## config.mk

```make
export PLATFORM = sky130hd
export DESIGN_NAME = io_decode_trig
export DESIGN_NICKNAME = d
export VERILOG_FILES = /design/src/logic/io_trig_pkg.sv /design/src/logic/byte_pattern_match.sv /design/src/logic/io_decode_trig.sv /design/src/logic/io_trig_regs.sv /design/src/logic/spi_byte_rx.sv /design/src/logic/uart_byte_rx.sv
export SDC_FILE = /design/constraint.sdc
export NUM_CORES = 1
export LEC_CHECK = 0
export BUFFER_PORTS_ARGS = -buffer_cell sky130_fd_sc_hd__clkbuf_2
export CAP_MARGIN = 10
export CORE_MARGIN = 8
export CORE_UTILIZATION = 65
export CTS_BUF_LIST = sky130_fd_sc_hd__clkbuf_16
export DETAILED_ROUTE_END_ITERATION = 10
export HOLD_SLACK_MARGIN = 0.05
export PLACE_DENSITY = 0.86
export SYNTH_ARGS = -nofsm -noshare
export SYNTH_HDL_FRONTEND = slang
export SYNTH_HIERARCHICAL = 1
export SYNTH_SLANG_ARGS = --single-unit
```

## constraint.sdc

```tcl
create_clock -name clk -period 7.7 [get_ports clk]
set_input_delay 0.77 -clock clk [delete_from_list [all_inputs] [get_ports clk]]
set_output_delay 0.77 -clock clk [all_outputs]
set_load 0.02 [all_outputs]
```

## src/logic/io_trig_pkg.sv

```systemverilog
package io_trig_pkg;

	// Register bus addresses
	localparam logic [5:0] CFG_ADDR  = 6'd57; // Trigger configuration
	localparam logic [5:0] DATA_ADDR = 6'd58; // Pattern to match

	localparam int REG_BYTES = 8; // Length of both registers, also the hyper length

	// Trigger held this many cycles after the internal match drops
	localparam int STRETCH_LEN = 128;

	// Configuration register layout
	localparam int CFG_SRC_LSB      = 5; // Byte 0 bits 7..5
	localparam int CFG_MOD_LSB      = 0; // Byte 0 bits 3..0
	localparam int CFG_MASK_BYTE    = 2; // Byte bitmap, LSB is newest byte
	localparam int CFG_BAUD_HI_BYTE = 3;
	localparam int CFG_BAUD_LO_BYTE = 4;

	// Data line feeding the decoders
	typedef enum logic [2:0] {
		SRC_EXT  = 3'd0, // Trigger mux source, not wired here
		SRC_MOSI = 3'd1,
		SRC_MISO = 3'd2,
		SRC_PDID = 3'd3  // Not wired here
	} src_sel_t;

	// Decoder choice
	typedef enum logic [3:0] {
		MOD_NONE  = 4'd0,
		MOD_USART = 4'd1,
		MOD_SPI   = 4'd2
	} match_mod_t;

endpackage

```

## src/logic/byte_pattern_match.sv

```systemverilog
`timescale 1ns/1ns

module byte_pattern_match import io_trig_pkg::*; (
	input  logic        clk,
	input  logic        reset,
	input  logic [7:0]  byte_data,
	input  logic        byte_valid,
	input  logic [63:0] match_data,
	input  logic [7:0]  byte_mask,   // Bit i enables compare of byte i
	output logic        trig_out
);

	logic [63:0] history;                        // Byte 0 newest
	logic [7:0]  byte_hit;                       // Combinational per-byte compare
	logic [7:0]  byte_match;                     // Registered compare
	logic [1:0]  filt;                           // Glitch filter stages
	logic        trig_int;
	logic [$clog2(STRETCH_LEN)-1:0] stretch_cnt; // Wraps back to zero

	// Shift register of decoded bytes
	always_ff @(posedge clk) begin
		if (reset)
			history <= 64'd0;
		else if (byte_valid)
			history <= {history[55:0], byte_data};
	end

	// Equal or masked out counts as a hit
	always_comb begin
		for (int i = 0; i < 8; i++)
			byte_hit[i] = (history[i*8 +: 8] == match_data[i*8 +: 8]) | ~byte_mask[i];
	end

	always_ff @(posedge clk) begin
		if (reset) begin
			byte_match <= 8'd0;
			filt <= 2'b00;
		end else begin
			byte_match <= byte_hit;
			filt[0] <= &byte_match;
			filt[1] <= filt[0];
		end
	end

	// Full match on two cycles in a row
	assign trig_int = &filt;

	// Stretch so slow ADC clocks see the pulse
	always_ff @(posedge clk) begin
		if (reset) begin
			stretch_cnt <= '0;
			trig_out <= 1'b0;
		end else if (trig_int) begin
			stretch_cnt <= 1; // Restart while match holds
			trig_out <= 1'b1;
		end else if (stretch_cnt != 0) begin
			stretch_cnt <= stretch_cnt + 1'b1;
			trig_out <= 1'b1;
		end else
			trig_out <= 1'b0;
	end

endmodule

```

## src/logic/io_decode_trig.sv

```systemverilog
`timescale 1ns/1ns

module io_decode_trig import io_trig_pkg::*; (
	input  logic        clk,
	input  logic        reset,
	input  logic [5:0]  reg_address,
	input  logic [15:0] reg_bytecnt,
	input  logic [7:0]  reg_datai,
	output logic [7:0]  reg_datao,
	input  logic        reg_read,
	input  logic        reg_write,
	input  logic [5:0]  reg_hypaddress,
	output logic [15:0] reg_hyplen,
	input  logic        sck,
	input  logic        mosi,
	input  logic        miso,
	input  logic        pdid_cs,     // SPI chip select
	output logic        trig_out
);

	src_sel_t    cfg_src;
	match_mod_t  cfg_mod;
	logic [7:0]  byte_mask;
	logic [15:0] baud_div;
	logic [63:0] match_data;
	logic        data_line;     // Selected serial input
	logic        spi_en, uart_en;
	logic [7:0]  spi_data, uart_data, byte_data;
	logic        spi_valid, uart_valid, byte_valid;

	io_trig_regs u_regs (
		.clk, .reset, .reg_address, .reg_bytecnt, .reg_datai, .reg_datao,
		.reg_read, .reg_write, .reg_hypaddress, .reg_hyplen,
		.cfg_src, .cfg_mod, .byte_mask, .baud_div, .match_data
	);

	// Source line, unused codes look like an idle line
	always_comb begin
		case (cfg_src)
			SRC_MOSI: data_line = mosi;
			SRC_MISO: data_line = miso;
			default:  data_line = 1'b1; // SRC_EXT and SRC_PDID not wired
		endcase
	end

	// One decoder at a time
	always_comb begin
		spi_en = 1'b0;
		uart_en = 1'b0;
		case (cfg_mod)
			MOD_SPI:   spi_en = 1'b1;
			MOD_USART: uart_en = 1'b1;
			default: ; // MOD_NONE
		endcase
	end

	spi_byte_rx u_spi (
		.clk, .reset, .sck, .cs(pdid_cs), .sdata(data_line), .enable(spi_en),
		.byte_data(spi_data), .byte_valid(spi_valid)
	);

	uart_byte_rx u_uart (
		.clk, .reset, .rxd(data_line), .enable(uart_en), .baud_div,
		.byte_data(uart_data), .byte_valid(uart_valid)
	);

	assign byte_valid = spi_valid | uart_valid; // Only enabled decoder pulses
	assign byte_data = spi_en ? spi_data : uart_data;

	byte_pattern_match u_match (
		.clk, .reset, .byte_data, .byte_valid, .match_data, .byte_mask, .trig_out
	);

endmodule

```

## src/logic/io_trig_regs.sv

```systemverilog
`timescale 1ns/1ns

module io_trig_regs import io_trig_pkg::*; (
	input  logic        clk,
	input  logic        reset,
	input  logic [5:0]  reg_address,
	input  logic [15:0] reg_bytecnt,  // Byte index in low three bits
	input  logic [7:0]  reg_datai,
	output logic [7:0]  reg_datao,
	input  logic        reg_read,
	input  logic        reg_write,
	input  logic [5:0]  reg_hypaddress,
	output logic [15:0] reg_hyplen,
	output src_sel_t    cfg_src,
	output match_mod_t  cfg_mod,
	output logic [7:0]  byte_mask,
	output logic [15:0] baud_div,
	output logic [63:0] match_data
);

	logic [REG_BYTES*8-1:0] cfg_reg;  // Configuration bytes 0..7
	logic [REG_BYTES*8-1:0] data_reg; // Match bytes, byte 0 vs newest
	logic [5:0] bit_base;             // Bit offset of the addressed byte

	assign bit_base = {reg_bytecnt[2:0], 3'b000};

	// Byte-wise writes
	always_ff @(posedge clk) begin
		if (reset) begin
			cfg_reg <= '0;
			data_reg <= '0;
		end else if (reg_write) begin
			case (reg_address)
				CFG_ADDR:  cfg_reg[bit_base +: 8] <= reg_datai;
				DATA_ADDR: data_reg[bit_base +: 8] <= reg_datai;
				default: ; // Other blocks own the rest of the map
			endcase
		end
	end

	// Read data held until next strobe
	always_ff @(posedge clk) begin
		if (reset)
			reg_datao <= 8'd0;
		else if (reg_read) begin
			case (reg_address)
				CFG_ADDR:  reg_datao <= cfg_reg[bit_base +: 8];
				DATA_ADDR: reg_datao <= data_reg[bit_base +: 8];
				default:   reg_datao <= 8'd0;
			endcase
		end
	end

	// Hyper length lookup, purely combinational
	always_comb begin
		if (reg_hypaddress == CFG_ADDR || reg_hypaddress == DATA_ADDR)
			reg_hyplen = 16'(REG_BYTES);
		else
			reg_hyplen = 16'd0;
	end

	// Field split
	assign cfg_src = src_sel_t'(cfg_reg[CFG_SRC_LSB +: $bits(src_sel_t)]);
	assign cfg_mod = match_mod_t'(cfg_reg[CFG_MOD_LSB +: $bits(match_mod_t)]);
	assign byte_mask = cfg_reg[CFG_MASK_BYTE*8 +: 8];
	assign baud_div = {cfg_reg[CFG_BAUD_HI_BYTE*8 +: 8], cfg_reg[CFG_BAUD_LO_BYTE*8 +: 8]};
	assign match_data = data_reg;

endmodule

```

## src/logic/spi_byte_rx.sv

```systemverilog
`timescale 1ns/1ns

module spi_byte_rx (
	input  logic       clk,
	input  logic       reset,
	input  logic       sck,
	input  logic       cs,          // Active low select
	input  logic       sdata,
	input  logic       enable,
	output logic [7:0] byte_data,
	output logic       byte_valid
);

	logic [1:0] sck_sync, cs_sync, sdata_sync; // Two-flop synchronizers
	logic       sck_prev;                      // For edge detect
	logic       sck_rise;
	logic [2:0] bit_cnt;
	logic [6:0] shift;                         // First seven bits of the byte

	always_ff @(posedge clk) begin
		if (reset) begin
			sck_sync <= 2'b00;
			cs_sync <= 2'b11; // Deselected
			sdata_sync <= 2'b00;
			sck_prev <= 1'b0;
		end else begin
			sck_sync <= {sck_sync[0], sck};
			cs_sync <= {cs_sync[0], cs};
			sdata_sync <= {sdata_sync[0], sdata};
			sck_prev <= sck_sync[1];
		end
	end

	assign sck_rise = sck_sync[1] & ~sck_prev;

	always_ff @(posedge clk) begin
		byte_valid <= 1'b0; // One cycle pulse
		if (reset)
			bit_cnt <= 3'd0;
		else if (cs_sync[1] || !enable)
			bit_cnt <= 3'd0; // Frame aborted
		else if (sck_rise) begin
			bit_cnt <= bit_cnt + 3'd1;
			shift <= {shift[5:0], sdata_sync[1]}; // MSB first
			if (bit_cnt == 3'd7) begin
				byte_data <= {shift, sdata_sync[1]};
				byte_valid <= 1'b1;
			end
		end
	end

endmodule

```

## src/logic/uart_byte_rx.sv

```systemverilog
`timescale 1ns/1ns

module uart_byte_rx (
	input  logic        clk,
	input  logic        reset,
	input  logic        rxd,
	input  logic        enable,
	input  logic [15:0] baud_div,   // Clocks per bit
	output logic [7:0]  byte_data,
	output logic        byte_valid
);

	typedef enum logic [1:0] {
		ST_IDLE,
		ST_START,
		ST_DATA,
		ST_STOP
	} uart_state_t;

	uart_state_t state;
	logic [1:0]  rxd_sync;
	logic        rxd_prev;
	logic [15:0] baud_cnt;  // Counts down to the next sample point
	logic [2:0]  bit_cnt;
	logic [7:0]  shift;     // LSB first

	always_ff @(posedge clk) begin
		if (reset) begin
			rxd_sync <= 2'b11; // Line idles high
			rxd_prev <= 1'b1;
		end else begin
			rxd_sync <= {rxd_sync[0], rxd};
			rxd_prev <= rxd_sync[1];
		end
	end

	always_ff @(posedge clk) begin
		byte_valid <= 1'b0;
		if (reset) begin
			state <= ST_IDLE;
			baud_cnt <= 16'd0;
			bit_cnt <= 3'd0;
		end else if (!enable)
			state <= ST_IDLE;
		else begin
			case (state)
				ST_IDLE: if (rxd_prev && !rxd_sync[1]) begin
					state <= ST_START;
					baud_cnt <= baud_div >> 1; // Aim at middle of start bit
				end
				ST_START: if (baud_cnt != 16'd0)
					baud_cnt <= baud_cnt - 16'd1;
				else if (!rxd_sync[1]) begin
					state <= ST_DATA;
					baud_cnt <= baud_div - 16'd1;
					bit_cnt <= 3'd0;
				end else
					state <= ST_IDLE; // Glitch, not a start bit
				ST_DATA: if (baud_cnt != 16'd0)
					baud_cnt <= baud_cnt - 16'd1;
				else begin
					shift <= {rxd_sync[1], shift[7:1]};
					bit_cnt <= bit_cnt + 3'd1;
					baud_cnt <= baud_div - 16'd1;
					if (bit_cnt == 3'd7)
						state <= ST_STOP;
				end
				ST_STOP: if (baud_cnt != 16'd0)
					baud_cnt <= baud_cnt - 16'd1;
				else begin
					state <= ST_IDLE;
					byte_data <= shift;
					byte_valid <= rxd_sync[1]; // Framing error drops the byte
				end
				default: state <= ST_IDLE;
			endcase
		end
	end

endmodule

```

==> results of run 1 <==
## cell usage in the layout, fill, tap and decap left out, types with 9 or more instances in the layout
cell       count
o21ai_0       42
clkbuf_2      39
nand2_1       80
a31oi_1        9
clkbuf_16     29
xnor2_1       23
inv_1         20
nor2_1       207
o211ai_1      11
xor2_1        73
nor4_1        24
nand3_1       24
a21oi_1       77
conb_1        15
a211oi_1      10
nor3_1        17
dfxtp_1      254
mux2i_1      192
edfxtp_1      31
nand4_1       10
clkinv_1      10
ha_1          17
mux4_2        14
mux2_2        10
## metrics by stage
stage | std cells | setup WS (ns) | power [uW]
after floorplan | 1421 | 4.71 | 1620
after global placement | 1616 | 3.82 | 1650
after detailed placement | 1616 | 3.71 | 1650
after CTS | 1667 | 4.24 | 3030
after global routing | 1667 | 4.03 | 3100
final | 1667 | 4.15 | 3020
## synth_stat cells (11+ instances only)
cell type / instances
dfxtp_1: 254
nor2_1: 207
mux2i_1: 192
nand2_1: 80
a21oi_1: 77
xor2_1: 73
buf_4: 57
clkbuf_1: 42
o21ai_0: 42
edfxtp_1: 31
nand3_1: 24
nor4_1: 24
xnor2_1: 23
buf_2: 18
ha_1: 17
inv_1: 17
nor3_1: 17
mux4_2: 14
o211ai_1: 11
## area by class of cell
cell class	instances	area, um2	area share [%]
well taps	275	344	2.36
flip-flops and latches	285	6020	41.2
inverters	20	75.1	0.514
repair buffers	46	251	1.72
clock buffers	29	726	4.97
multi-input cells	990	6990	47.9
clock inverters	22	206	1.41
## cells by family after synthesis
kind of cell	Yosys count	synth area share, %
AO/OA/AOI/OAI	200	9.14
XOR/XNOR	96	6.10
adder cells (fa/ha/maj)	17	1.54
buffers and inverters	146	6.07
flip-flops	285	43.6
multiplexers	216	17.0
other	1	0.0272
AND/OR/NAND/NOR	446	16.5
## worst max-delay path by stage
stage	startpoint	endpoint	slack [ns]	cells past startpoint
2_1_floorplan	reg_bytecnt[1]	u_regs/cfg_reg[47]	4.71	10
5_1_grt	reg_bytecnt[0]	u_regs/match_data[61]	4.03	9
3_3_place_gp	reg_bytecnt[0]	u_regs/match_data[57]	3.82	9
4_1_cts	reg_bytecnt[0]	u_regs/cfg_reg[18]	4.24	8
6_report	reg_bytecnt[0]	u_regs/cfg_reg[18]	4.15	8
3_5_place_dp	reg_bytecnt[0]	u_regs/match_data[56]	3.71	9
## per-layer routing
layer,up-vias,share of wire [%]
met5,-,0
met3,132,8.8
li1,4828,-
met2,530,47
met1,5079,40
met4,0,4.7
## power breakdown
| part | switching, uW | internal [uW] | total [uW] |
|---|---|---|---|
| Combinational | 92.0 | 27.2 | 119 |
| Clock | 575 | 816 | 1390 |
| Sequential | 3.81 | 1500 | 1510 |
| Total | 671 | 2350 | 3020 |
==> impl_summary.md, run 1 <==
Cells and area
Measured on the finished design, the core utilization comes to between 60% and 70%. The number of nets in the finished design is 1433. The post-route standard cell area excluding fillers is about 15000 um2. The layout overhead on the synthesized area is 5.95%. The total inserted antenna cells is 0. After filler insertion, the fill cell instance count of the layout stands at 1538. The share of post-route cells with drive strength above 1 is 11.2%.

Synth
Yosys attributes the largest share of cell area to dfxtp_1, mux2i_1, edfxtp_1. The most used flip-flop cell after synthesis is dfxtp_1. The number of register bits inferred by synthesis is roughly 290. The fraction of synthesis flops using an asynchronous set or reset pin is 0%.

The number of different library cells in the post-synthesis netlist is between 80 and 90. Synthesis handed over a netlist of approximately 1400 instances. Averaged over all synthesized cells, the footprint is between 9 and 10 um2. The synthesized design contains 31 enable-type register cells. The cell accounting for the most synthesized area is dfxtp_1.

For this run, the register share of the synthesized area comes to about 44%. The top cell type's share of synthesized area is a little under two fifths. For this run, the number of Yosys warnings is 6.

In this run the cell area of the synthesized design comes to around 14000 um2.

Flow run
The number of maximum-capacitance violations is 0.

Place
After legalization and detailed placement, the total HPWL measured 23300 um. In this run the cell area measured after placement is 13700 um2. At the end of routability-driven placement, the weighted congestion stood at 0.993. In this run the tool buffered the top-level ports with 40 buffer cells.

Floorplan
The floorplan step defined a die boundary enclosing ~26000 um2. For this configuration, the core starts out at a cell density of between 60 and 70%. Measured along the y axis, the die boundary spans 162 um.

The I/O pin total is ~70. From left edge to right edge, the die measures between 150 and 200 um. In this run the core area contains 53 standard-cell rows.

The placeable core area is roughly 21000 um2.

Worst setup path
The critical path contains buffers and inverters numbering 2 combined. The most frequent cell on the critical path is ha_1. Broken down by cell family, the worst path's largest delay share belongs to simple AND/OR/NAND/NOR gates. STA classifies the critical path endpoint as a flip-flop.

The critical-path maximum fanout is 23. For the worst flop-to-flop path, the logic depth is 7. For the worst setup path, the data arrival time is just under 4 ns.

For the worst setup path, the data required time is 8.09 ns. Traced cell by cell, the critical path runs through clkbuf_2, inv_1, ha_1, ha_1, nand2_1, nor3_2, mux2i_1, nor2_1. The cell at the slowest stage of the critical path is nor3_2. On the worst path, the slowest cell contributes a delay of 0.85 ns. The endpoint of the lowest-slack register-to-register path is u_uart/baud_cnt[15].

The kind of start point of the critical path is a primary input. The critical register-to-register path startpoint is u_uart/baud_cnt[0]. The critical path is of the primary input to flip-flop type. The setup slack of the most critical reg-to-reg path is ~4.4 ns.

Clocking
The clock network latency to the later pin of the worst-skew pair is 0.54 ns. After clock tree synthesis, the repair step resized 0 gates. The maximum count of clock buffers along a single path is 3. The quantity of hold-fixing buffers added after cts is 0. The buffers inserted during post-CTS setup optimization is 0.

The buffer cell driving the clock tree root is clkbuf_16. TritonCTS created 29 clock buffers. The clock sink count is about 290. Clock-pin slew was measured on the worst setup and hold paths at about 0.060 ns. TritonCTS built the clock tree.

CTS built an H-tree with a depth of 1.

Timing
Setup violations remaining at the end of the flow were counted as 0. The final count of hold timing violations is 0. Setup repair after global routing left no endpoint under its margin. The setup TNS after final layout is 0 ns. The ratio of final minimum period to clock period is between 40% and 50%. The max-slew violation count is 0.

The clock skew is ~0.018 ns. The worst pin sits at a relative slew slack of 34.9%. The tightest hold margin is roughly 0.41 ns. Timing would allow up to approximately 0.28 GHz. The time the final worst path needs with I/O delays and setup is around 3.6 ns.

At the pin with the least slew margin, the transition time is roughly 1 ns.

Power
The maximum vdd drop is slightly below 200 uV. The power per cell area is approximately 210 nW/um2. The leakage component of the power is between 0.005 and 0.006 uW.

Min path
The path class of the tightest hold or removal check is flip-flop to flip-flop. The worst hold path begins at u_uart/rxd_sync[0]. The path with the worst hold slack has its endpoint at u_uart/rxd_sync[1].

The worst hold path stage count is 1.

Route
The routed design has 34400 um of wire. The number of vias per cell after detailed routing is roughly 6.3. The average routed wire per standard cell is ~21 um. Once detail routing completed, the nets flagged for antenna violations numbered 0. The number of DRC violations after detailed-routing iteration 0 is 1184. The first TritonRoute pass finished after 5 iterations. Across all layers, the routed design uses 10600 vias. The final routed DRC violation total is 0.

Global route
The initial antenna violation count is 0. Global routing used between 30% and 40% of the available met1 tracks. The first global-routing pass estimated 54100 um of wire. Global routing consumed, on the met3 layer, under 10% of the routing resources. The met2 routing resource usage after global routing is between 40% and 50%. The via count of the first global-routing pass is between 10000 and 15000. The layer flagged by global routing as most heavily used is met2. Entering global routing, the biggest net connects 93 pins.

For this run, the total global-route usage over all layers was measured as 25.6%. The sum of overflow across all layers after global routing is 0.

Status
The flow ran to the end, and the final reports show no timing, DRC or antenna violations.
Note: power is estimated with default switching activity, not from simulation.
==> run 2: changes to the inputs <==
ABC_AREA = 1   (was default)
CORE_UTILIZATION = 62   (was 65)
PLACE_DENSITY = 0.82   (was 0.86)
clock period = 3.5 ns   (was 7.7 ns; I/O delays follow)
==> run 2 against run 1 <==
Against the previous run: via count grew 25%; total power rose by 130%; wire length grew 13%; die area is 13% higher; sequential power is 120% higher; critical path type is now flip-flop to flip-flop.
==> impl_summary.md, run 2 <==
Status
Outcome: complete, no violations (unchanged).

Synth
The cell accounting for the most synthesized area is dfxtp_1 (unchanged). The number of enable-type register cells in the synthesized netlist is 31 (unchanged). The fraction of synthesis flops using an asynchronous set or reset pin came to 0% (unchanged). The post-synthesis sequential area ratio is 40.1% (was 43.6%). The number of register bits inferred by synthesis is 285 (unchanged).

The number of different library cells in the post-synthesis netlist is 49 (was 84). Dominant cells by area after synthesis: dfxtp_1, nand2_1, nand3_1 (was dfxtp_1, mux2i_1, edfxtp_1). The warning count from the yosys run is 6 (unchanged). The cell count after synthesis was 2024 (was 1407).

The area of the mapped netlist was 15000 um2 (was 13800 um2). The top flip-flop cell by instance count after synthesis is dfxtp_1 (unchanged). Leading post-synthesis cells by instance count: nand2_1, nor2_1, dfxtp_1 (was dfxtp_1, nor2_1, mux2i_1). The top cell type's share of synthesized area came to 33.9% (was 36.9%).

The average cell area after synthesis came to 7.42 um2 (was 9.80 um2). The most repeated cell in the gate-level netlist after synthesis is nand2_1 (was dfxtp_1).

Worst setup path
The kind of start point of the critical path was a flip-flop (was primary input). The setup slack of the most critical reg-to-reg path is 1.28 ns (was 4.35 ns). The data arrival time of the critical path is 2.71 ns (was 3.94 ns). The endpoint of the lowest-slack register-to-register path is u_uart/baud_cnt[9] (was u_uart/baud_cnt[15]). The critical path launch point is u_regs/cfg_reg[3] (was reg_bytecnt[0]). The start-to-end type of the worst setup path was flip-flop to flip-flop (was primary input to flip-flop).

The critical-path maximum fanout is 27 (was 23). The critical register-to-register path startpoint is u_regs/cfg_reg[3] (was u_uart/baud_cnt[0]). The timing endpoint of the critical path is u_uart/baud_cnt[9] (was u_regs/cfg_reg[18]). The data required time of the critical path is 3.99 ns (was 8.09 ns). The worst reg2reg path depth is 9 (was 7). The category of the worst setup path capture point is a flip-flop (unchanged).

Global route
The sum of overflow across all layers after global routing came to 0 (unchanged). The pin count of the biggest net entering global routing is 109 (was 93). The initial antenna violation count was 0 (unchanged). The total global-route track usage is 26.1% (was 25.6%). The via count of the first global-routing pass was 12200 (was 10200). The first-pass GRT wire length is 62300 um (was 54100 um).

Flow run
The number of maximum-capacitance violations is 0 (unchanged).

Timing
The final setup violation count is 0 (unchanged). The final count of hold timing violations came to 0 (unchanged). The max-slew violation count was 0 (unchanged). The setup TNS after final layout came to 0 ns (unchanged).

The actual transition at the worst max-transition pin is 1.06 ns (was 0.976 ns). For the finished layout, the period the worst path requires is roughly 2.2 ns. The max-slew headroom at the worst pin came to 29.3% (was 34.9%). The clock skew came to 0.0152 ns (was 0.0180 ns). Based on the critical path, the design can be clocked at up to approximately 0.45 GHz. Unrepaired setup endpoints after global routing: no (unchanged).

The ratio of final minimum period to clock period is a little under two thirds.

Place
The routability congestion estimate from global placement came to 0.928 (was 0.993). The final HPWL from detailed placement was 26000 um (was 23300 um). The count of input and output buffers was 40 (unchanged). The total placed instance area is 14800 um2 (was 13700 um2).

Cells and area
The post-route standard cell area excluding fillers is 15800 um2 (was 14600 um2). The number of nets in the finished design is 2035 (was 1433). Top library cells by usage in the layout, fill and taps aside: nand2_1, nor2_1, dfxtp_1 (was dfxtp_1, nor2_1, mux2i_1). The total inserted antenna cells is 0 (unchanged). The layout overhead on the synthesized area is 5.28% (was 5.95%). The most frequent standard cell in the layout excluding fill and tap cells is nand2_1 (was dfxtp_1).

The share of post-route cells with drive strength above 1 was 12.7% (was 11.2%).

Floorplan
The I/O pin total is 69 (unchanged). The die width is 172 um (was 162 um). The number of core rows is 57 (was 53). The effective utilization at floorplan was 62.5% (was 65.8%). The die area is 29400 um2 (was 26100 um2). The placeable core area was 24000 um2 (was 21000 um2). The floorplan die height is 172 um (was 162 um).

Clocking
The clock transition time at the flip-flop clock pins of the worst setup and hold paths came to 0.06 ns (about the same). The number of buffers inserted during clock tree synthesis was 30 (was 29). The CTS tree is yes (unchanged).

The clock network latency to the later pin of the worst-skew pair is 0.56 ns (was 0.54 ns). The clock sink count came to 285 (unchanged). The total of cells resized after clock tree synthesis is 0 (unchanged).

The H-tree depth reported by CTS is 1 (unchanged). The maximum count of clock buffers along a single path came to 3 (unchanged). The buffer cell driving the clock tree root is clkbuf_16 (unchanged).

Power
The leakage component of the power is 0.00655 uW (was 0.00568 uW). The maximum vdd drop was 430 uV (was 197 uV). The power per cell area came to 435 nW/um2 (was 207 nW/um2).

Route
The number of nets with antenna violations after detailed routing was 0 (unchanged). The average routed wire per standard cell is 16.8 um (was 20.7 um). The detailed-route via count was 13200 (was 10600). The total wirelength of the detailed-routed design is 38900 um (was 34400 um). The number of vias per cell after detailed routing was 5.67 (was 6.34). The number of iterations in the first detailed-routing pass came to 6 (was 5). The number of DRC violations after detailed-routing iteration 0 is 1488 (was 1184).

The final routed DRC violation total came to 0 (unchanged).

Min path
The startpoint of the worst hold path is miso (was u_uart/rxd_sync[0]). The classification of the worst-slack hold path is primary input to flip-flop (was flip-flop to flip-flop).
run 2: changes by cell type after synthesis, moves of 17 or more:
cell and delta:
mux2i_1 -192, a211oi_1 +40, o21ai_1 +66, inv_2 +24, a21oi_1 +20, nor4_1 -24, o21ai_0 -17, nand3_1 +206
xor2_1 -62, nor2_1 +86, xnor2_1 +17, inv_1 +148, a211oi_2 +46, nand2_1 +333
run 2: cell type report:
| cell class | instances | area [um2] |
|---|---|---|
| fillers | 2053 | 8230 |
| clock inverters | 25 | 205 |
| clock buffers | 31 | 776 |
| multi-input cells | 1408 | 7330 |
| repair buffers | 52 | 314 |
| flip-flops and latches | 285 | 6020 |
| inverters | 197 | 759 |
| well taps | 324 | 405 |
run 2: routing by layer:
layer	part of all wire, %	wire length [um]	global-route usage, %
met2	46	18000	43.5
met5	0	0	0
met1	41	16000	33.5
met4	3.8	1490	10.7
met3	8.7	3390	4.02
run 2: cell families (layout without fill, tap and decap cells):
family | Yosys count | count (layout) | synth area share (%)
xor gates and xnor gates | 51 | 51 | 2.98
DFF | 285 | 285 | 40.1
other | 1 | 15 | 0.0250
buffers and inverters | 345 | 305 | 11.5
and+or+nand+nor | 1035 | 1035 | 31.1
adders and majority gates | 17 | 17 | 1.42
AOI/OAI and AO/OA | 290 | 290 | 12.9
run 2: where the power goes:
part	internal [uW]	switching, uW	total (uW)
combinational	98.1	298	396
sequential	3320	15.5	3330
clock	1820	1320	3150
total	5240	1640	6880
run 2: what timing repair did:
action | 4_1_cts | 5_1_grt
hold buffers | 2 | 0
endpoints found under the hold margin | 2 | 0
setup buffers | 0 | 0
run 2: worst min path at each step:
stage                         endpoint  slack, ns  depth (start not counted)
floorplan            u_spi/sck_sync[1]       0.39                          2
global placement    u_uart/rxd_sync[1]       0.39                          1
detailed placement   u_spi/sck_sync[1]       0.40                          2
CTS                 u_uart/rxd_sync[0]       0.16                          4
global route        u_uart/rxd_sync[0]       0.20                          4
finish              u_uart/rxd_sync[0]       0.17                          4
run 2: worst max-delay path: stages (launching register included):
cell and delay, ns:
dfxtp_1 0.34, nor2_4 0.27, nand2_1 0.08, nor2_1 0.12, inv_1 0.10, nor2_1 0.19, nand3_4 0.30, nor2_1 0.48
nand3_1 0.14, a21oi_1 0.13
run 2: per-stage QoR:
| stage | power [uW] | setup slack [ns] | util, % | std cells | hold WS [ns] |
|---|---|---|---|---|---|
| 2_1_floorplan | 3690 | 1.04 | - | 2038 | 0.388 |
| 3_3_place_gp | 3780 | 0.868 | 61.6 | 2264 | 0.392 |
| 3_5_place_dp | 3790 | 0.833 | 61.6 | 2264 | 0.399 |
| 4_1_cts | 6920 | 1.26 | 65.8 | 2322 | 0.159 |
| 5_1_grt | 7100 | 1.11 | 65.8 | 2322 | 0.203 |
| 6_report | 6880 | 1.28 | 65.8 | 2322 | 0.174 |
